==> config.mk <==
export PLATFORM = sky130hd
export DESIGN_NAME = clkBoard
export DESIGN_NICKNAME = d
export VERILOG_FILES = /design/src/hdl/clkPkg.sv /design/src/hdl/clkBoard.sv /design/src/hdl/clkDiagRegs.sv /design/src/hdl/clkEboxSync.sv /design/src/hdl/clkGateCtl.sv
export SDC_FILE = /design/constraint.sdc
export NUM_CORES = 1
export LEC_CHECK = 0
export ABC_CLOCK_PERIOD_IN_PS = 1900
export BUFFER_PORTS_ARGS = -buffer_cell sky130_fd_sc_hd__buf_2
export CAP_MARGIN = 20
export CORE_ASPECT_RATIO = 0.5
export CORE_MARGIN = 3
export CORE_UTILIZATION = 35
export DETAILED_ROUTE_END_ITERATION = 10
export PLACE_DENSITY_LB_ADDON = 0.1
export SETUP_SLACK_MARGIN = 0.2
export SYNTH_ARGS = -nofsm -noshare
export SYNTH_HDL_FRONTEND = slang
export SYNTH_SLANG_ARGS = --single-unit
==> constraint.sdc <==
create_clock -name MBOX_CLK -period 1.9 [get_ports MBOX_CLK]
set_clock_uncertainty 0.15 [all_clocks]
set_input_delay 0.285 -clock MBOX_CLK [delete_from_list [all_inputs] [get_ports MBOX_CLK]]
set_output_delay 0.285 -clock MBOX_CLK [all_outputs]
set_load 0.005 [all_outputs]
==> src/hdl/clkPkg.sv <==
package clkPkg;

  // Diagnostic function or read select, EBus ds bits 4 to 6
  typedef logic [2:0] diagSelT;

  // EBus write data, bits 32 to 35
  typedef logic [3:0] ebusNibbleT;

  // Diagnostic read-back word, bits 30 to 35
  typedef logic [5:0] ebusWordT;

  typedef logic [7:0] burstCountT;
  typedef logic [1:0] rateSelT;
  typedef logic [1:0] cramTimeT;
  typedef logic [2:0] phaseT;

  // Decoded control strobes, each valid for one cycle
  typedef struct packed {
    logic load;
    logic start;
    logic burst;
    logic step;
  } ctlFuncT;

  // Burst counter nibble loads
  typedef struct packed {
    logic loadLo;
    logic loadHi;
    ebusNibbleT data;
  } burstLoadT;

  // EBox domain clock disables, same order as the load data bits
  typedef struct packed {
    logic crm;
    logic edp;
    logic ctl;
  } domainDisT;

  typedef struct packed {
    logic go;
    logic burstMode;
    logic stepPending;
    logic burstZero;
    burstCountT count;
  } gateStatusT;

  typedef struct packed {
    logic eboxSync;
    logic respLatched;
    phaseT phase;
  } syncStatusT;

  // Control functions, qualified by diagCtl
  localparam diagSelT FUNC_START = 3'd1;
  localparam diagSelT FUNC_STEP = 3'd2;
  localparam diagSelT FUNC_BURST = 3'd5;
  localparam diagSelT FUNC_CLR_RESET = 3'd6;
  localparam diagSelT FUNC_SET_RESET = 3'd7;

  // Load functions, qualified by diagLd
  localparam diagSelT LD_BURST_LO = 3'd2;
  localparam diagSelT LD_BURST_HI = 3'd3;
  localparam diagSelT LD_RATE = 3'd4;
  localparam diagSelT LD_DIS = 3'd5;

endpackage

==> src/hdl/clkBoard.sv <==
`timescale 1ns/10ps

module clkBoard (
  input  logic                MBOX_CLK,
  input  logic                CLK,
  input  logic                diagCtl,
  input  logic                diagLd,
  input  logic                diagRead,
  input  clkPkg::diagSelT     diagSel,
  input  clkPkg::ebusNibbleT  ebusDataIn,
  input  clkPkg::cramTimeT    cramTime,
  input  logic                mboxWait,
  input  logic                mboxRespIn,
  output logic                eboxClk,
  output logic                crmClk,
  output logic                edpClk,
  output logic                ctlClk,
  output logic                eboxSync,
  output logic                mrReset,
  output logic                ebusDrive,
  output clkPkg::ebusWordT    ebusDataOut
);

  // Register block to gate control
  clkPkg::ctlFuncT ctlFunc;
  clkPkg::burstLoadT burstLoad;
  clkPkg::rateSelT rateSel;

  // Register block to sync logic
  clkPkg::domainDisT domainDis;

  // Status back to the read-back mux
  clkPkg::gateStatusT gateStatus;
  clkPkg::syncStatusT syncStatus;

  // Paced source clock ticks
  logic srcTick;

  clkDiagRegs diagRegs_inst (
    .MBOX_CLK    (MBOX_CLK),
    .CLK         (CLK),
    .diagCtl     (diagCtl),
    .diagLd      (diagLd),
    .diagRead    (diagRead),
    .diagSel     (diagSel),
    .ebusDataIn  (ebusDataIn),
    .gateStatus  (gateStatus),
    .syncStatus  (syncStatus),
    .ctlFunc     (ctlFunc),
    .burstLoad   (burstLoad),
    .rateSel     (rateSel),
    .domainDis   (domainDis),
    .mrReset     (mrReset),
    .ebusDrive   (ebusDrive),
    .ebusDataOut (ebusDataOut)
  );

  clkGateCtl gateCtl_inst (
    .MBOX_CLK   (MBOX_CLK),
    .CLK        (CLK),
    .ctlFunc    (ctlFunc),
    .burstLoad  (burstLoad),
    .rateSel    (rateSel),
    .srcTick    (srcTick),
    .gateStatus (gateStatus)
  );

  clkEboxSync eboxSync_inst (
    .MBOX_CLK   (MBOX_CLK),
    .CLK        (CLK),
    .srcTick    (srcTick),
    .mrReset    (mrReset),
    .mboxWait   (mboxWait),
    .mboxRespIn (mboxRespIn),
    .cramTime   (cramTime),
    .domainDis  (domainDis),
    .eboxClk    (eboxClk),
    .crmClk     (crmClk),
    .edpClk     (edpClk),
    .ctlClk     (ctlClk),
    .syncStatus (syncStatus)
  );

  // Sync point also goes out to the MBox
  assign eboxSync = syncStatus.eboxSync;

endmodule

==> src/hdl/clkDiagRegs.sv <==
`timescale 1ns/10ps

module clkDiagRegs (
  input  logic                MBOX_CLK,
  input  logic                CLK,
  input  logic                diagCtl,
  input  logic                diagLd,
  input  logic                diagRead,
  input  clkPkg::diagSelT     diagSel,
  input  clkPkg::ebusNibbleT  ebusDataIn,
  input  clkPkg::gateStatusT  gateStatus,
  input  clkPkg::syncStatusT  syncStatus,
  output clkPkg::ctlFuncT     ctlFunc,
  output clkPkg::burstLoadT   burstLoad,
  output clkPkg::rateSelT     rateSel,
  output clkPkg::domainDisT   domainDis,
  output logic                mrReset,
  output logic                ebusDrive,
  output clkPkg::ebusWordT    ebusDataOut
);

  // Qualified load strobes for the local registers
  logic ldRate;
  logic ldDis;

  // Qualified reset control strobes
  logic clrReset;
  logic setReset;

  // Control function decode
  // Any control strobe counts as a load, so go and burst mode
  // are reloaded even by the reset functions
  always_comb begin
    ctlFunc.load = diagCtl;
    ctlFunc.start = diagCtl && (diagSel == clkPkg::FUNC_START);
    ctlFunc.burst = diagCtl && (diagSel == clkPkg::FUNC_BURST);
    ctlFunc.step = diagCtl && (diagSel == clkPkg::FUNC_STEP);
  end

  assign clrReset = diagCtl && (diagSel == clkPkg::FUNC_CLR_RESET);
  assign setReset = diagCtl && (diagSel == clkPkg::FUNC_SET_RESET);

  // Load function decode
  // Burst nibbles go straight to the counter in the gate block
  always_comb begin
    burstLoad.loadLo = diagLd && (diagSel == clkPkg::LD_BURST_LO);
    burstLoad.loadHi = diagLd && (diagSel == clkPkg::LD_BURST_HI);
    burstLoad.data = ebusDataIn;
  end

  assign ldRate = diagLd && (diagSel == clkPkg::LD_RATE);
  assign ldDis = diagLd && (diagSel == clkPkg::LD_DIS);

  // Rate select from data bits 34 and 35
  always_ff @(posedge MBOX_CLK or posedge CLK) begin
    if (CLK) begin
      rateSel <= '0;
    end else if (ldRate) begin
      rateSel <= ebusDataIn[1:0];
    end
  end

  // Domain disables, data bits 33 to 35 as crm, edp, ctl
  always_ff @(posedge MBOX_CLK or posedge CLK) begin
    if (CLK) begin
      domainDis <= '0;
    end else if (ldDis) begin
      domainDis <= clkPkg::domainDisT'(ebusDataIn[2:0]);
    end
  end

  // MR reset flop
  // Comes up set, released by function 6, forced again by function 7
  always_ff @(posedge MBOX_CLK or posedge CLK) begin
    if (CLK) begin
      mrReset <= 1'b1;
    end else if (setReset) begin
      mrReset <= 1'b1;
    end else if (clrReset) begin
      mrReset <= 1'b0;
    end
  end

  // Bus driver enable tracks the read strobe level
  assign ebusDrive = diagRead;

  // Status read-back, MSB is EBus bit 30
  always_comb begin
    ebusDataOut = '0;
    if (diagRead) begin
      case (diagSel)
        3'd0: ebusDataOut = {gateStatus.burstZero,
                             gateStatus.go,
                             gateStatus.burstMode,
                             gateStatus.stepPending,
                             gateStatus.count[7:6]};
        3'd1: ebusDataOut = gateStatus.count[5:0];
        3'd2: ebusDataOut = {mrReset,
                             syncStatus.eboxSync,
                             syncStatus.respLatched,
                             syncStatus.phase};
        3'd3: ebusDataOut = {rateSel, domainDis, 1'b0};
        // Selects 4 to 7 read as zero
        default: ebusDataOut = '0;
      endcase
    end
  end

endmodule

==> src/hdl/clkEboxSync.sv <==
`timescale 1ns/10ps

module clkEboxSync (
  input  logic                MBOX_CLK,
  input  logic                CLK,
  input  logic                srcTick,
  input  logic                mrReset,
  input  logic                mboxWait,
  input  logic                mboxRespIn,
  input  clkPkg::cramTimeT    cramTime,
  input  clkPkg::domainDisT   domainDis,
  output logic                eboxClk,
  output logic                crmClk,
  output logic                edpClk,
  output logic                ctlClk,
  output clkPkg::syncStatusT  syncStatus
);

  clkPkg::phaseT phase;
  clkPkg::phaseT nextPhase;
  clkPkg::phaseT syncPhase;
  logic eboxSync;
  logic respLatched;
  logic waitOk;
  logic eboxFire;
  logic syncHit;

  // MBox wait is satisfied by a response or held off by MR reset
  assign waitOk = ~mboxWait | respLatched | mrReset;

  // Sync point reached on a tick fires the EBox clock
  assign eboxFire = srcTick & eboxSync;

  // Phase counter saturates at 7
  assign nextPhase = (phase == 3'd7) ? phase : phase + 3'd1;

  // Sync once the phase passes the CRAM time field
  assign syncPhase = clkPkg::phaseT'(cramTime) + 3'd1;
  assign syncHit = (nextPhase >= syncPhase) & waitOk;

  always_ff @(posedge MBOX_CLK or posedge CLK) begin
    if (CLK) begin
      phase <= '0;
      eboxSync <= 1'b0;
    end else if (eboxFire) begin
      // New EBox cycle starts counting from zero
      phase <= '0;
      eboxSync <= 1'b0;
    end else if (srcTick) begin
      phase <= nextPhase;
      eboxSync <= syncHit;
    end
  end

  // Response latch, dropped when the EBox clock is issued
  // A response on that same edge is kept
  always_ff @(posedge MBOX_CLK or posedge CLK) begin
    if (CLK) begin
      respLatched <= 1'b0;
    end else if (mboxRespIn) begin
      respLatched <= 1'b1;
    end else if (eboxFire) begin
      respLatched <= 1'b0;
    end
  end

  // One cycle EBox clock enable and its domain copies
  always_ff @(posedge MBOX_CLK or posedge CLK) begin
    if (CLK) begin
      eboxClk <= 1'b0;
      crmClk <= 1'b0;
      edpClk <= 1'b0;
      ctlClk <= 1'b0;
    end else begin
      eboxClk <= eboxFire;
      crmClk <= eboxFire & ~domainDis.crm;
      edpClk <= eboxFire & ~domainDis.edp;
      ctlClk <= eboxFire & ~domainDis.ctl;
    end
  end

  always_comb begin
    syncStatus.eboxSync = eboxSync;
    syncStatus.respLatched = respLatched;
    syncStatus.phase = phase;
  end

endmodule

==> src/hdl/clkGateCtl.sv <==
`timescale 1ns/10ps

module clkGateCtl (
  input  logic                MBOX_CLK,
  input  logic                CLK,
  input  clkPkg::ctlFuncT     ctlFunc,
  input  clkPkg::burstLoadT   burstLoad,
  input  clkPkg::rateSelT     rateSel,
  output logic                srcTick,
  output clkPkg::gateStatusT  gateStatus
);

  // Free running rate divider
  logic [2:0] rateDiv;
  logic [2:0] rateMask;
  logic rateTick;

  // Run flags
  logic go;
  logic burstMode;
  logic stepPending;

  // Burst counter
  clkPkg::burstCountT count;
  logic burstZero;
  logic burstDec;
  logic gateEn;

  always_ff @(posedge MBOX_CLK or posedge CLK) begin
    if (CLK) begin
      rateDiv <= '0;
    end else begin
      rateDiv <= rateDiv + 3'd1;
    end
  end

  // Low rateSel bits of the divider must be zero
  // giving a tick every 1, 2, 4 or 8 cycles
  always_comb begin
    case (rateSel)
      2'd0: rateMask = 3'b000;
      2'd1: rateMask = 3'b001;
      2'd2: rateMask = 3'b011;
      default: rateMask = 3'b111;
    endcase
  end

  assign rateTick = (rateDiv & rateMask) == 3'b000;

  assign burstZero = (count == '0);

  // Clock runs on go, a pending step, or a burst with count left
  assign gateEn = go | stepPending | (burstMode & ~burstZero);
  assign srcTick = rateTick & gateEn;

  // Each tick in burst mode uses up one count
  assign burstDec = srcTick & burstMode & ~burstZero;

  // Go and burst mode reload on every control function
  always_ff @(posedge MBOX_CLK or posedge CLK) begin
    if (CLK) begin
      go <= 1'b0;
      burstMode <= 1'b0;
    end else if (ctlFunc.load) begin
      go <= ctlFunc.start;
      burstMode <= ctlFunc.burst;
    end
  end

  // Single step waits for the next paced tick
  // A fresh step request wins over the clearing tick
  always_ff @(posedge MBOX_CLK or posedge CLK) begin
    if (CLK) begin
      stepPending <= 1'b0;
    end else if (ctlFunc.step) begin
      stepPending <= 1'b1;
    end else if (srcTick) begin
      stepPending <= 1'b0;
    end
  end

  // Nibble loads take priority over the count down
  always_ff @(posedge MBOX_CLK or posedge CLK) begin
    if (CLK) begin
      count <= '0;
    end else if (burstLoad.loadLo || burstLoad.loadHi) begin
      if (burstLoad.loadLo) begin
        count[3:0] <= burstLoad.data;
      end
      if (burstLoad.loadHi) begin
        count[7:4] <= burstLoad.data;
      end
    end else if (burstDec) begin
      count <= count - 8'd1;
    end
  end

  always_comb begin
    gateStatus.go = go;
    gateStatus.burstMode = burstMode;
    gateStatus.stepPending = stepPending;
    gateStatus.burstZero = burstZero;
    gateStatus.count = count;
  end

endmodule

Word level (Yosys, flattened, before mapping):

Cells that the tools add are included.

* $add $sub $neg: 4
* order comparisons: 1
* equality and inequality tests: 12
* muxes and demuxes: 18
* bitwise logic cells: 19
* reduce and logical (&&, ||, !) cells: 21

Operators by type and width (count)
* $pmux W6 S4: 1
* $mux W8: 2
* $eq A3 B3 Y1 const B: 5
* $reduce_bool A2 Y1: 5
* $and A1 B1 Y1: 9
* $logic_and A1 B1 Y1: 9
* $mux W3: 3
* $pmux W3 S3: 1
* $logic_not A8 Y1: 1
* $mux W1: 8
* $mux W4: 2
* $sub A8 B1 Y8 const B: 1
* $add A3 B1 Y3 const B: 2
* $eq A3 B2 Y1 const B: 2
* $logic_not A3 Y1: 2
* $mux W6: 1
* $not A1 Y1: 5
* $ne A2 B1 Y1 const B: 2
* $or A1 B1 Y1: 4
* $reduce_and A2 Y1: 2
* $add A2 B1 Y3 const B: 1
* $and A3 B3 Y3: 1
* $eq A3 B1 Y1 const B: 1
* $ge A3 B3 Y1: 1
* other kinds (4): 4

* bits in registers: 29
* input bits: 16
* output and inout port bits: 13
* word-level logic and storage cells: 93

Depth between registers and ports, before layout:

Gate-level depths: netlist of run 1.

* depth after elaboration: 9
* mapped depth: 9
* gate-level depth less buffers: 9

By module:

Synthesis of run 1 repeated with hierarchy kept, for this count alone.

* cell total of the unflattened synthesis: 202
* area total of the unflattened synthesis: 1949.4 um^2

By module, submodules not included
* clkGateCtl: instances 1, cells an instance 103, area an instance 955.9 um^2, sequential area each 350.3 um^2
* clkDiagRegs: instances 1, cells an instance 55, area an instance 535.5 um^2, sequential area each 151.4 um^2
* clkEboxSync: instances 1, cells an instance 44, area an instance 457.9 um^2, sequential area each 225.2 um^2

Worst setup path after synthesis of run 1:

Ideal clock, no wire load.

* path type: flip-flop to output port
* start point: register gateCtl_inst.count[0]
* end point: output port ebusDataOut[5]
* arrival time: 1615 ps
* data required time: 1465 ps
* setup slack: -150 ps
* cell stages (with the launch flop): 7
* path buffers: 0
* path through: dfrtp_1 inv_1 ha_1 or4b_4 nor2_4 mux4_1 and2_1

* word-level cells in the longest chain between the ends: 3

RTL lines
* start: declaration: line clkGateCtl.sv:24 `clkPkg::burstCountT count;`
* start signal: assignment: line clkGateCtl.sv:88 `count[3:0] <= burstLoad.data;`
* start signal: assignment: line clkGateCtl.sv:94 `count <= count - 8'd1;`
* $logic_not A8 Y1: line clkGateCtl.sv:50 `assign burstZero = (count == '0);`
* $pmux W6 S4: line clkDiagRegs.sv:91 `case (diagSel)`
* $mux W6: line clkDiagRegs.sv:90 `if (diagRead) begin`
* end: declaration: line clkBoard.sv:21 `output clkPkg::ebusWordT ebusDataOut`

Every way passes these cells.

Final worst setup path of run 1:

* start point: register gateCtl_inst.count[1]
* end point: output port ebusDataOut[5]

The elaborated chain is that of the path after synthesis.

==> metrics.yaml, run 1 <==
dp.cells: 305
syn_nets: 206
cts_root_buf: "clkbuf_8"
drive_gt1_share_pct: 52.8
insertion_delay_ps: 280
startpoint: "gateCtl_inst.count[1]"
synth_area_per_cell_um2: 9.83
htree_levels: 2
wirelength_um: 5380
maxSlewHeadroom_pct: 64.7
multi_input_area_um2: 1140
crit_required_ps: 1460
crit_family: "simple AND/OR/NAND/NOR gates"
gp_congestion: 0.859
clkSinkCount: 29
detail-route-antenna-nets: 0
grt_pass1_vias: 1630
start_kind: "flop"
grt_max_degree: 30
syn2layout_area_growth_pct: 53.8
io_pins: 29
design_area_um2: 2750
core_area_um2: 4660
fin_nets: 290
intPower_w: 0.00196
fin_ws_ps: -516
hpwl_um: 3660
leakagePower_nw: 1.32
layout_commonest_cell: "buf_4"
vias: 1704
clkTransAtPathRegs_ps: 70
worst_hold_path_type: "in2reg"
ys.flop_type: "dfrtp_1"
cts_tree: "yes"
status: "finished, violations left"
cp.arrival_ps: 1980
fmax_mhz: 414
mostFrequentLayoutCells: "buf_4 (41), dfrtp_1 (26), buf_2 (26), buf_6 (16), nor2_1 (13)"
worstPathCellList: "inv_2 > ha_4 > or4b_4 > nor2_4 > mux4_2 > and2_4 > buf_6"
r2r-end: "gateCtl_inst.count[2]"
cp_num_buf_inv: 2
initial_core_util_pct: 38.4
grt.total_usage_pct: 18.2
cp-end-kind: "output port"
critical_path.endpoint: "ebusDataOut[5]"
antenna_found_initial: 0
reg2reg_from: "gateCtl_inst.count[1]"
rows: 17
rsz0062_at_grt: "true"
worstSetupPathType: "reg2out"
r2r_cells: 13
worst_slew_pin_slew_ps: 527
slew_viol_final: 0
tns_ps: -5100
route.detailed.wl_per_inst_um: 16.2
min_period_over_period_pct: 127
crit_path_max_incr_delay_ps: 490
hold_depth: 2
p_comb_share_pct: 46.7
cap_violations: 0
pre_cts_slack_ps: -277
fillers: 377
initialDrtViolationCount: 53
synth-async-reset-ratio_pct: 100
yosys_warnings: 0
setup_viol: 19
path_depth: 7
slowest_stage: "or4b_4"
switching_share_pct: 32.9
synth.ff_latch_count: 29
drc: 0
switchingPower_w: 0.000961
cts_max_path_buffers: 2
die_y_um: 56.6
grt_first_pass_wirelength_um: 8540
diodes: 0
p_clk_share_pct: 23.5
synth-seq-area-share_pct: 40.6
synth_edf_count: 0
grt.overflow.total: 0
syn_inst: 182
ir_worst_vdd_mv: 0.469
cp_max_fo: 2
fin_crit_ps: 2420
synth_cell_types: 55
portBuffers: 28
numCtsBuffers: 5
p_seq_share_pct: 29.8
firstDrtPassIters: 4
die_w_um: 107
power.density_nw_per_um2: 1060
r2r_slack_ps: -470
hold_viol: 0
violations: "negative setup slack"
dpl_cell_area_um2: 2270
dieArea_um2: 6060
netlist_area_um2: 1790
post_drt_via_cell_ratio: 5.12
final_util_pct: 59.1
area.sequential_um2: 729
stdcell_count: 333
==> cell families after synthesis <==
kind of cell | share of synthesized area (%)
DFF | 40.6
AOI/OAI and AO/OA | 15.7
buffers and inverters | 4.69
muxes | 11.1
and+or+nand+nor | 21.3
xor gates and xnor gates | 0.979
adders and majority gates | 5.59
==> synthesized netlist by cell type (2+ instances only) <==
master    instances  area, um^2
nand3_1           6        30.0
nand2_1          10        37.5
nand3b_1          2        15.0
inv_1            13        48.8
nor2_1           14        52.6
o31ai_1           2        15.0
nor4_1            2        12.5
nor3_1            4        20.0
nor2b_1           4        25.0
o21ai_0           8        40.0
and2_1            7        43.8
ha_1              8         100
nand2b_1          3        18.8
buf_2             4        20.0
mux2i_1           9        90.1
and3_1            2        12.5
clkbuf_1          2        7.51
a21oi_1           8        40.0
a21o_1            2        15.0
or2_2             2        12.5
mux2_2            6        67.6
o22ai_1           4        25.0
dfrtp_1          28         701
==> per-stage QoR <==
| stage | hold slack [ps] | total power (W) |
|---|---|---|
| after CTS | 14.8 | 0.00272 |
| after floorplan | 212 | 0.00140 |
| final | 25.1 | 0.00292 |
| after detailed placement | 242 | 0.00180 |
| after global routing | 33.5 | 0.00312 |
| after global placement | 233 | 0.00178 |
==> how the worst min path moves through the flow <==
| stage | from | endpoint |
|---|---|---|
| final | mboxRespIn | eboxSync_inst.respLatched |
| after floorplan | CLK | diagRegs_inst.domainDis[0] |
| after global routing | mboxRespIn | eboxSync_inst.respLatched |
| after detailed placement | CLK | eboxSync_inst.phase[1] |
| after CTS | mboxRespIn | eboxSync_inst.respLatched |
| after global placement | CLK | eboxSync_inst.phase[1] |
==> timing repair <==
action                                 in CTS  in global routing
pin swaps                                  11                 15
resized for setup                          21                 33
setup buffers                               9                 10
hold buffers                                1                  0
endpoints found under the hold margin      28                  0
setup endpoints to repair                  23                 23
==> sequential cells by signal, indices dropped and copies added (netlist names) <==
| register | count |
|---|---|
| diagRegs_inst.domainDis | 3 |
| eboxSync_inst.eboxClk | 1 |
| eboxSync_inst.crmClk | 1 |
| gateCtl_inst.go | 1 |
| gateCtl_inst.count | 8 |
| eboxSync_inst.eboxSync | 1 |
| gateCtl_inst.rateDiv | 3 |
| eboxSync_inst.phase | 3 |
| gateCtl_inst.burstMode | 1 |
| diagRegs_inst.mrReset | 1 |
| gateCtl_inst.stepPending | 1 |
| eboxSync_inst.respLatched | 1 |
| eboxSync_inst.ctlClk | 1 |
| diagRegs_inst.rateSel | 2 |
| eboxSync_inst.edpClk | 1 |
==> power by group through the flow <==
stage / Sequential (W) / Clock, W / Combinational, W
6_report: 0.000870 / 0.000687 / 0.00136
5_1_grt: 0.000889 / 0.000731 / 0.00150
4_1_cts: 0.000859 / 0.000699 / 0.00116
3_5_place_dp: 0.000861 / 0 / 0.000939
3_3_place_gp: 0.000858 / 0 / 0.000919
2_1_floorplan: 0.000865 / 0 / 0.000533
==> metal layers <==
layer	share of wire, %	global-route usage [%]
met1	50	26.5
met2	45	26.8
met3	4.2	4.36
met4	1.1	4.92
met5	0	0
==> cell type report <==
cell class | count | area share (%)
clock inverters | 2 | 1.36
well taps | 66 | 3.00
inverters | 13 | 1.77
clock buffers | 6 | 3.00
multi-input cells | 133 | 41.5
repair buffers | 84 | 22.8
flip-flops and latches | 29 | 26.5
Note: power is estimated with default switching activity, not from simulation.
==> run 2, diff against run 1 <==
--- a/config.mk
+++ b/config.mk
@@ -16,4 +16,5 @@
 export SETUP_SLACK_MARGIN = 0.2
 export SYNTH_ARGS = -nofsm -noshare
 export SYNTH_HDL_FRONTEND = slang
+export SYNTH_HIERARCHICAL = 1
 export SYNTH_SLANG_ARGS = --single-unit
==> run 2 against run 1 <==
Compared with the run above: the flow still finishes with violations (negative setup slack); synthesized area increased by 9.0%; routed wire length increased by 0.76%; combinational power shrank 24%; non-clock buffer count fell by 5; power is 17% lower; cell count up 2.7%; first-iteration DRC count rose by 25%; sequential share of layout area about the same; synthesized cell count grew 11%; register-to-register slack improved by 290 ps; die area grew 8.2%; worst setup slack gained 320 ps; largest cell class unchanged.
==> metrics.yaml, run 2 <==
status: "finished, violations left"
violations: "negative setup slack"
drc: 0
cts_tree: "yes"
netlist_area_um2: 1950
die_w_um: 112
startpoint: "gateCtl_inst/count[1]"
clkTransAtPathRegs_ps: 70
synth_most_common_cell: "dfrtp_1"
dpl_cell_area_um2: 2360
worst_slew_pin_slew_ps: 581
worstSetupPathType: "reg2out"
design_area_um2: 2760
synth-seq-area-share_pct: 37.3
mostFrequentLayoutCells: "buf_4 (42), buf_2 (28), dfrtp_1 (26), inv_1 (12)"
slew_viol_final: 0
switching_share_pct: 33.6
path_depth: 8
synth_compound_area_share_pct: 17.1
cts_root_buf: "clkbuf_8"
crit_path_max_incr_delay_ps: 390
grt.overflow.total: 0
switchingPower_w: 0.000813
largest_reg_flops: 8
leakagePower_nw: 1.32
cp_max_fo: 2
fin_ws_ps: -192
synth.ff_latch_count: 29
synth_area_per_cell_um2: 9.65
crit_family: "flip-flops"
maxSlewHeadroom_pct: 61.3
netlist_top_cells_count: "dfrtp_1 (28), inv_1 (17), nor2_1 (14)"
r2r_slack_ps: -180
cp-end-kind: "output port"
clkSinkCount: 29
wirelength_um: 5420
rsz0062_at_grt: "true"
cpMostUsedCell: "inv_2"
start_kind: "flop"
cp.arrival_ps: 1660
numCtsBuffers: 5
setup_viol: 11
p_seq_share_pct: 34.2
fin_nets: 295
r2r_cells: 11
syn_nets: 226
ys.flop_type: "dfrtp_1"
synth-async-reset-ratio_pct: 100
initial_core_util_pct: 38.0
cap_violations: 0
hold_viol: 0
insertion_delay_ps: 280
synth-xor-area-share_pct: 0.899
die_y_um: 58.8
yosys_warnings: 6
cp_num_buf_inv: 3
worst_hold_path_type: "in2reg"
slowest_stage: "dfrtp_1"
layout_commonest_cell: "buf_4"
route.detailed.wl_per_inst_um: 15.8
crit_required_ps: 1460
ir_worst_vdd_mv: 0.390
syn2layout_area_growth_pct: 41.3
syn_inst: 202
detail-route-antenna-nets: 0
top_register: "gateCtl_inst/count"
grt_pass1_vias: 1749
drive_gt1_share_pct: 50.7
grt.total_usage_pct: 17.3
synth_largest_area_cell: "dfrtp_1"
synth_top_family_by_area: "simple AND/OR/NAND/NOR gates"
power.density_nw_per_um2: 878
portBuffers: 28
grt_max_degree: 15
intPower_w: 0.00160
critical_path.endpoint: "ebusDataOut[5]"
holdWs_ps: 32.2
r2r-end: "eboxSync_inst/eboxSync"
reg2reg_from: "gateCtl_inst/count[1]"
cts_max_path_buffers: 2
synth-simple-area-share_pct: 19.8
vias: 1781
p_comb_share_pct: 42.8
synth_top_area_share_pct: 35.9
diodes: 0
hpwl_um: 3920
dieArea_um2: 6560
grt_first_pass_wirelength_um: 8850
io_pins: 29
initialDrtViolationCount: 66
fin_crit_ps: 2090
fmax_mhz: 478
post_drt_via_cell_ratio: 5.21
synth_area_leaders: "dfrtp_1 (36%), mux2i_1 (5.6%), ha_1 (5.1%), buf_4 (4.6%), inv_1 (3.3%)"
min_period_over_period_pct: 110
antenna_found_initial: 0
rows: 18
worstPathCellList: "inv_2 > ha_4 > nor3b_4 > nand2_2 > inv_2 > mux2i_1 > o22ai_1 > buf_2"
tns_ps: -952
p_clk_share_pct: 22.9
synthAdderAreaFrac_pct: 5.13
synth_cell_types: 57
core_area_um2: 5130
synth_edf_count: 0
synth.mux.area_fraction_pct: 10.5
htree_levels: 2
firstDrtPassIters: 4
gp_congestion: 0.850
==> run 2: worst reg2reg max path, stage by stage, from the launching register on <==
cell	delay (ps)
dfrtp_1	390
inv_2	90
ha_4	140
nor3b_4	200
nand2_2	100
buf_4	140
buf_4	130
a211oi_2	190
nor2_2	100
nand2b_1	120
a21oi_1	50
a22o_1	180
==> run 2: area by class of cell <==
cell class	count	area, um^2
inverters	17	63.8
fillers	471	2380
well taps	70	87.6
multi-input cells	139	1220
flip-flops and latches	29	729
clock inverters	2	13.8
repair buffers	79	556
clock buffers	6	82.6
==> run 2: cells by family (layout without fill, tap and decap cells) <==
family | after synthesis | in the layout
xor+xnor | 2 | 2
compound gates | 43 | 43
simple gates | 67 | 67
flops | 29 | 29
fa+ha+maj | 8 | 8
mux | 19 | 19
buf+inv | 34 | 104
==> run 2: worst min path at each step <==
stage,depth (start not counted),startpoint,to,slack (ps)
after floorplan,1,CLK,diagRegs_inst/domainDis[0],-70
after global placement,2,CLK,diagRegs_inst/domainDis[1],80
after detailed placement,2,CLK,diagRegs_inst/domainDis[2],90
after CTS,2,mboxRespIn,eboxSync_inst/respLatched,20
after global routing,2,mboxRespIn,eboxSync_inst/respLatched,30
final,2,mboxRespIn,eboxSync_inst/respLatched,30
==> run 2: repair_timing <==
action,4_1_cts,5_1_grt
hold endpoints to repair,28,0
resized for setup,18,13
hold buffers,1,0
endpoints found under the setup margin,23,23
setup buffers,14,7
pin swaps,18,12
==> run 2: metrics by stage <==
| step | cells | setup WS (ps) | power [W] | util [%] |
|---|---|---|---|---|
| detailed placement | 312 | 39.2 | 0.00163 | 45.9 |
| finish | 342 | -192 | 0.00242 | 53.7 |
| global placement | 312 | 2.07 | 0.00162 | 45.9 |
| floorplan | 202 | 149 | 0.00135 | - |
| CTS | 335 | -196 | 0.00233 | 51.7 |
| global route | 342 | -290 | 0.00260 | 53.7 |
==> run 2: per-layer routing <==
layer | vias to the layer above | global-route usage (%) | routed length (um)
met5 | - | 0 | 0
met4 | 0 | 3.12 | 35
met3 | 4 | 4.41 | 206
met2 | 32 | 29.6 | 2570
met1 | 886 | 22.8 | 2610
li1 | 859 | - | -
==> run 2: power by group through the flow <==
stage                     Combinational (W)  Clock (W)  Sequential [W]
after floorplan                    0.000518          0        0.000831
after detailed placement           0.000791          0        0.000835
after CTS                          0.000936   0.000572        0.000825
final                               0.00104   0.000555        0.000828
after global routing                0.00115   0.000605        0.000842
after global placement             0.000783          0        0.000834
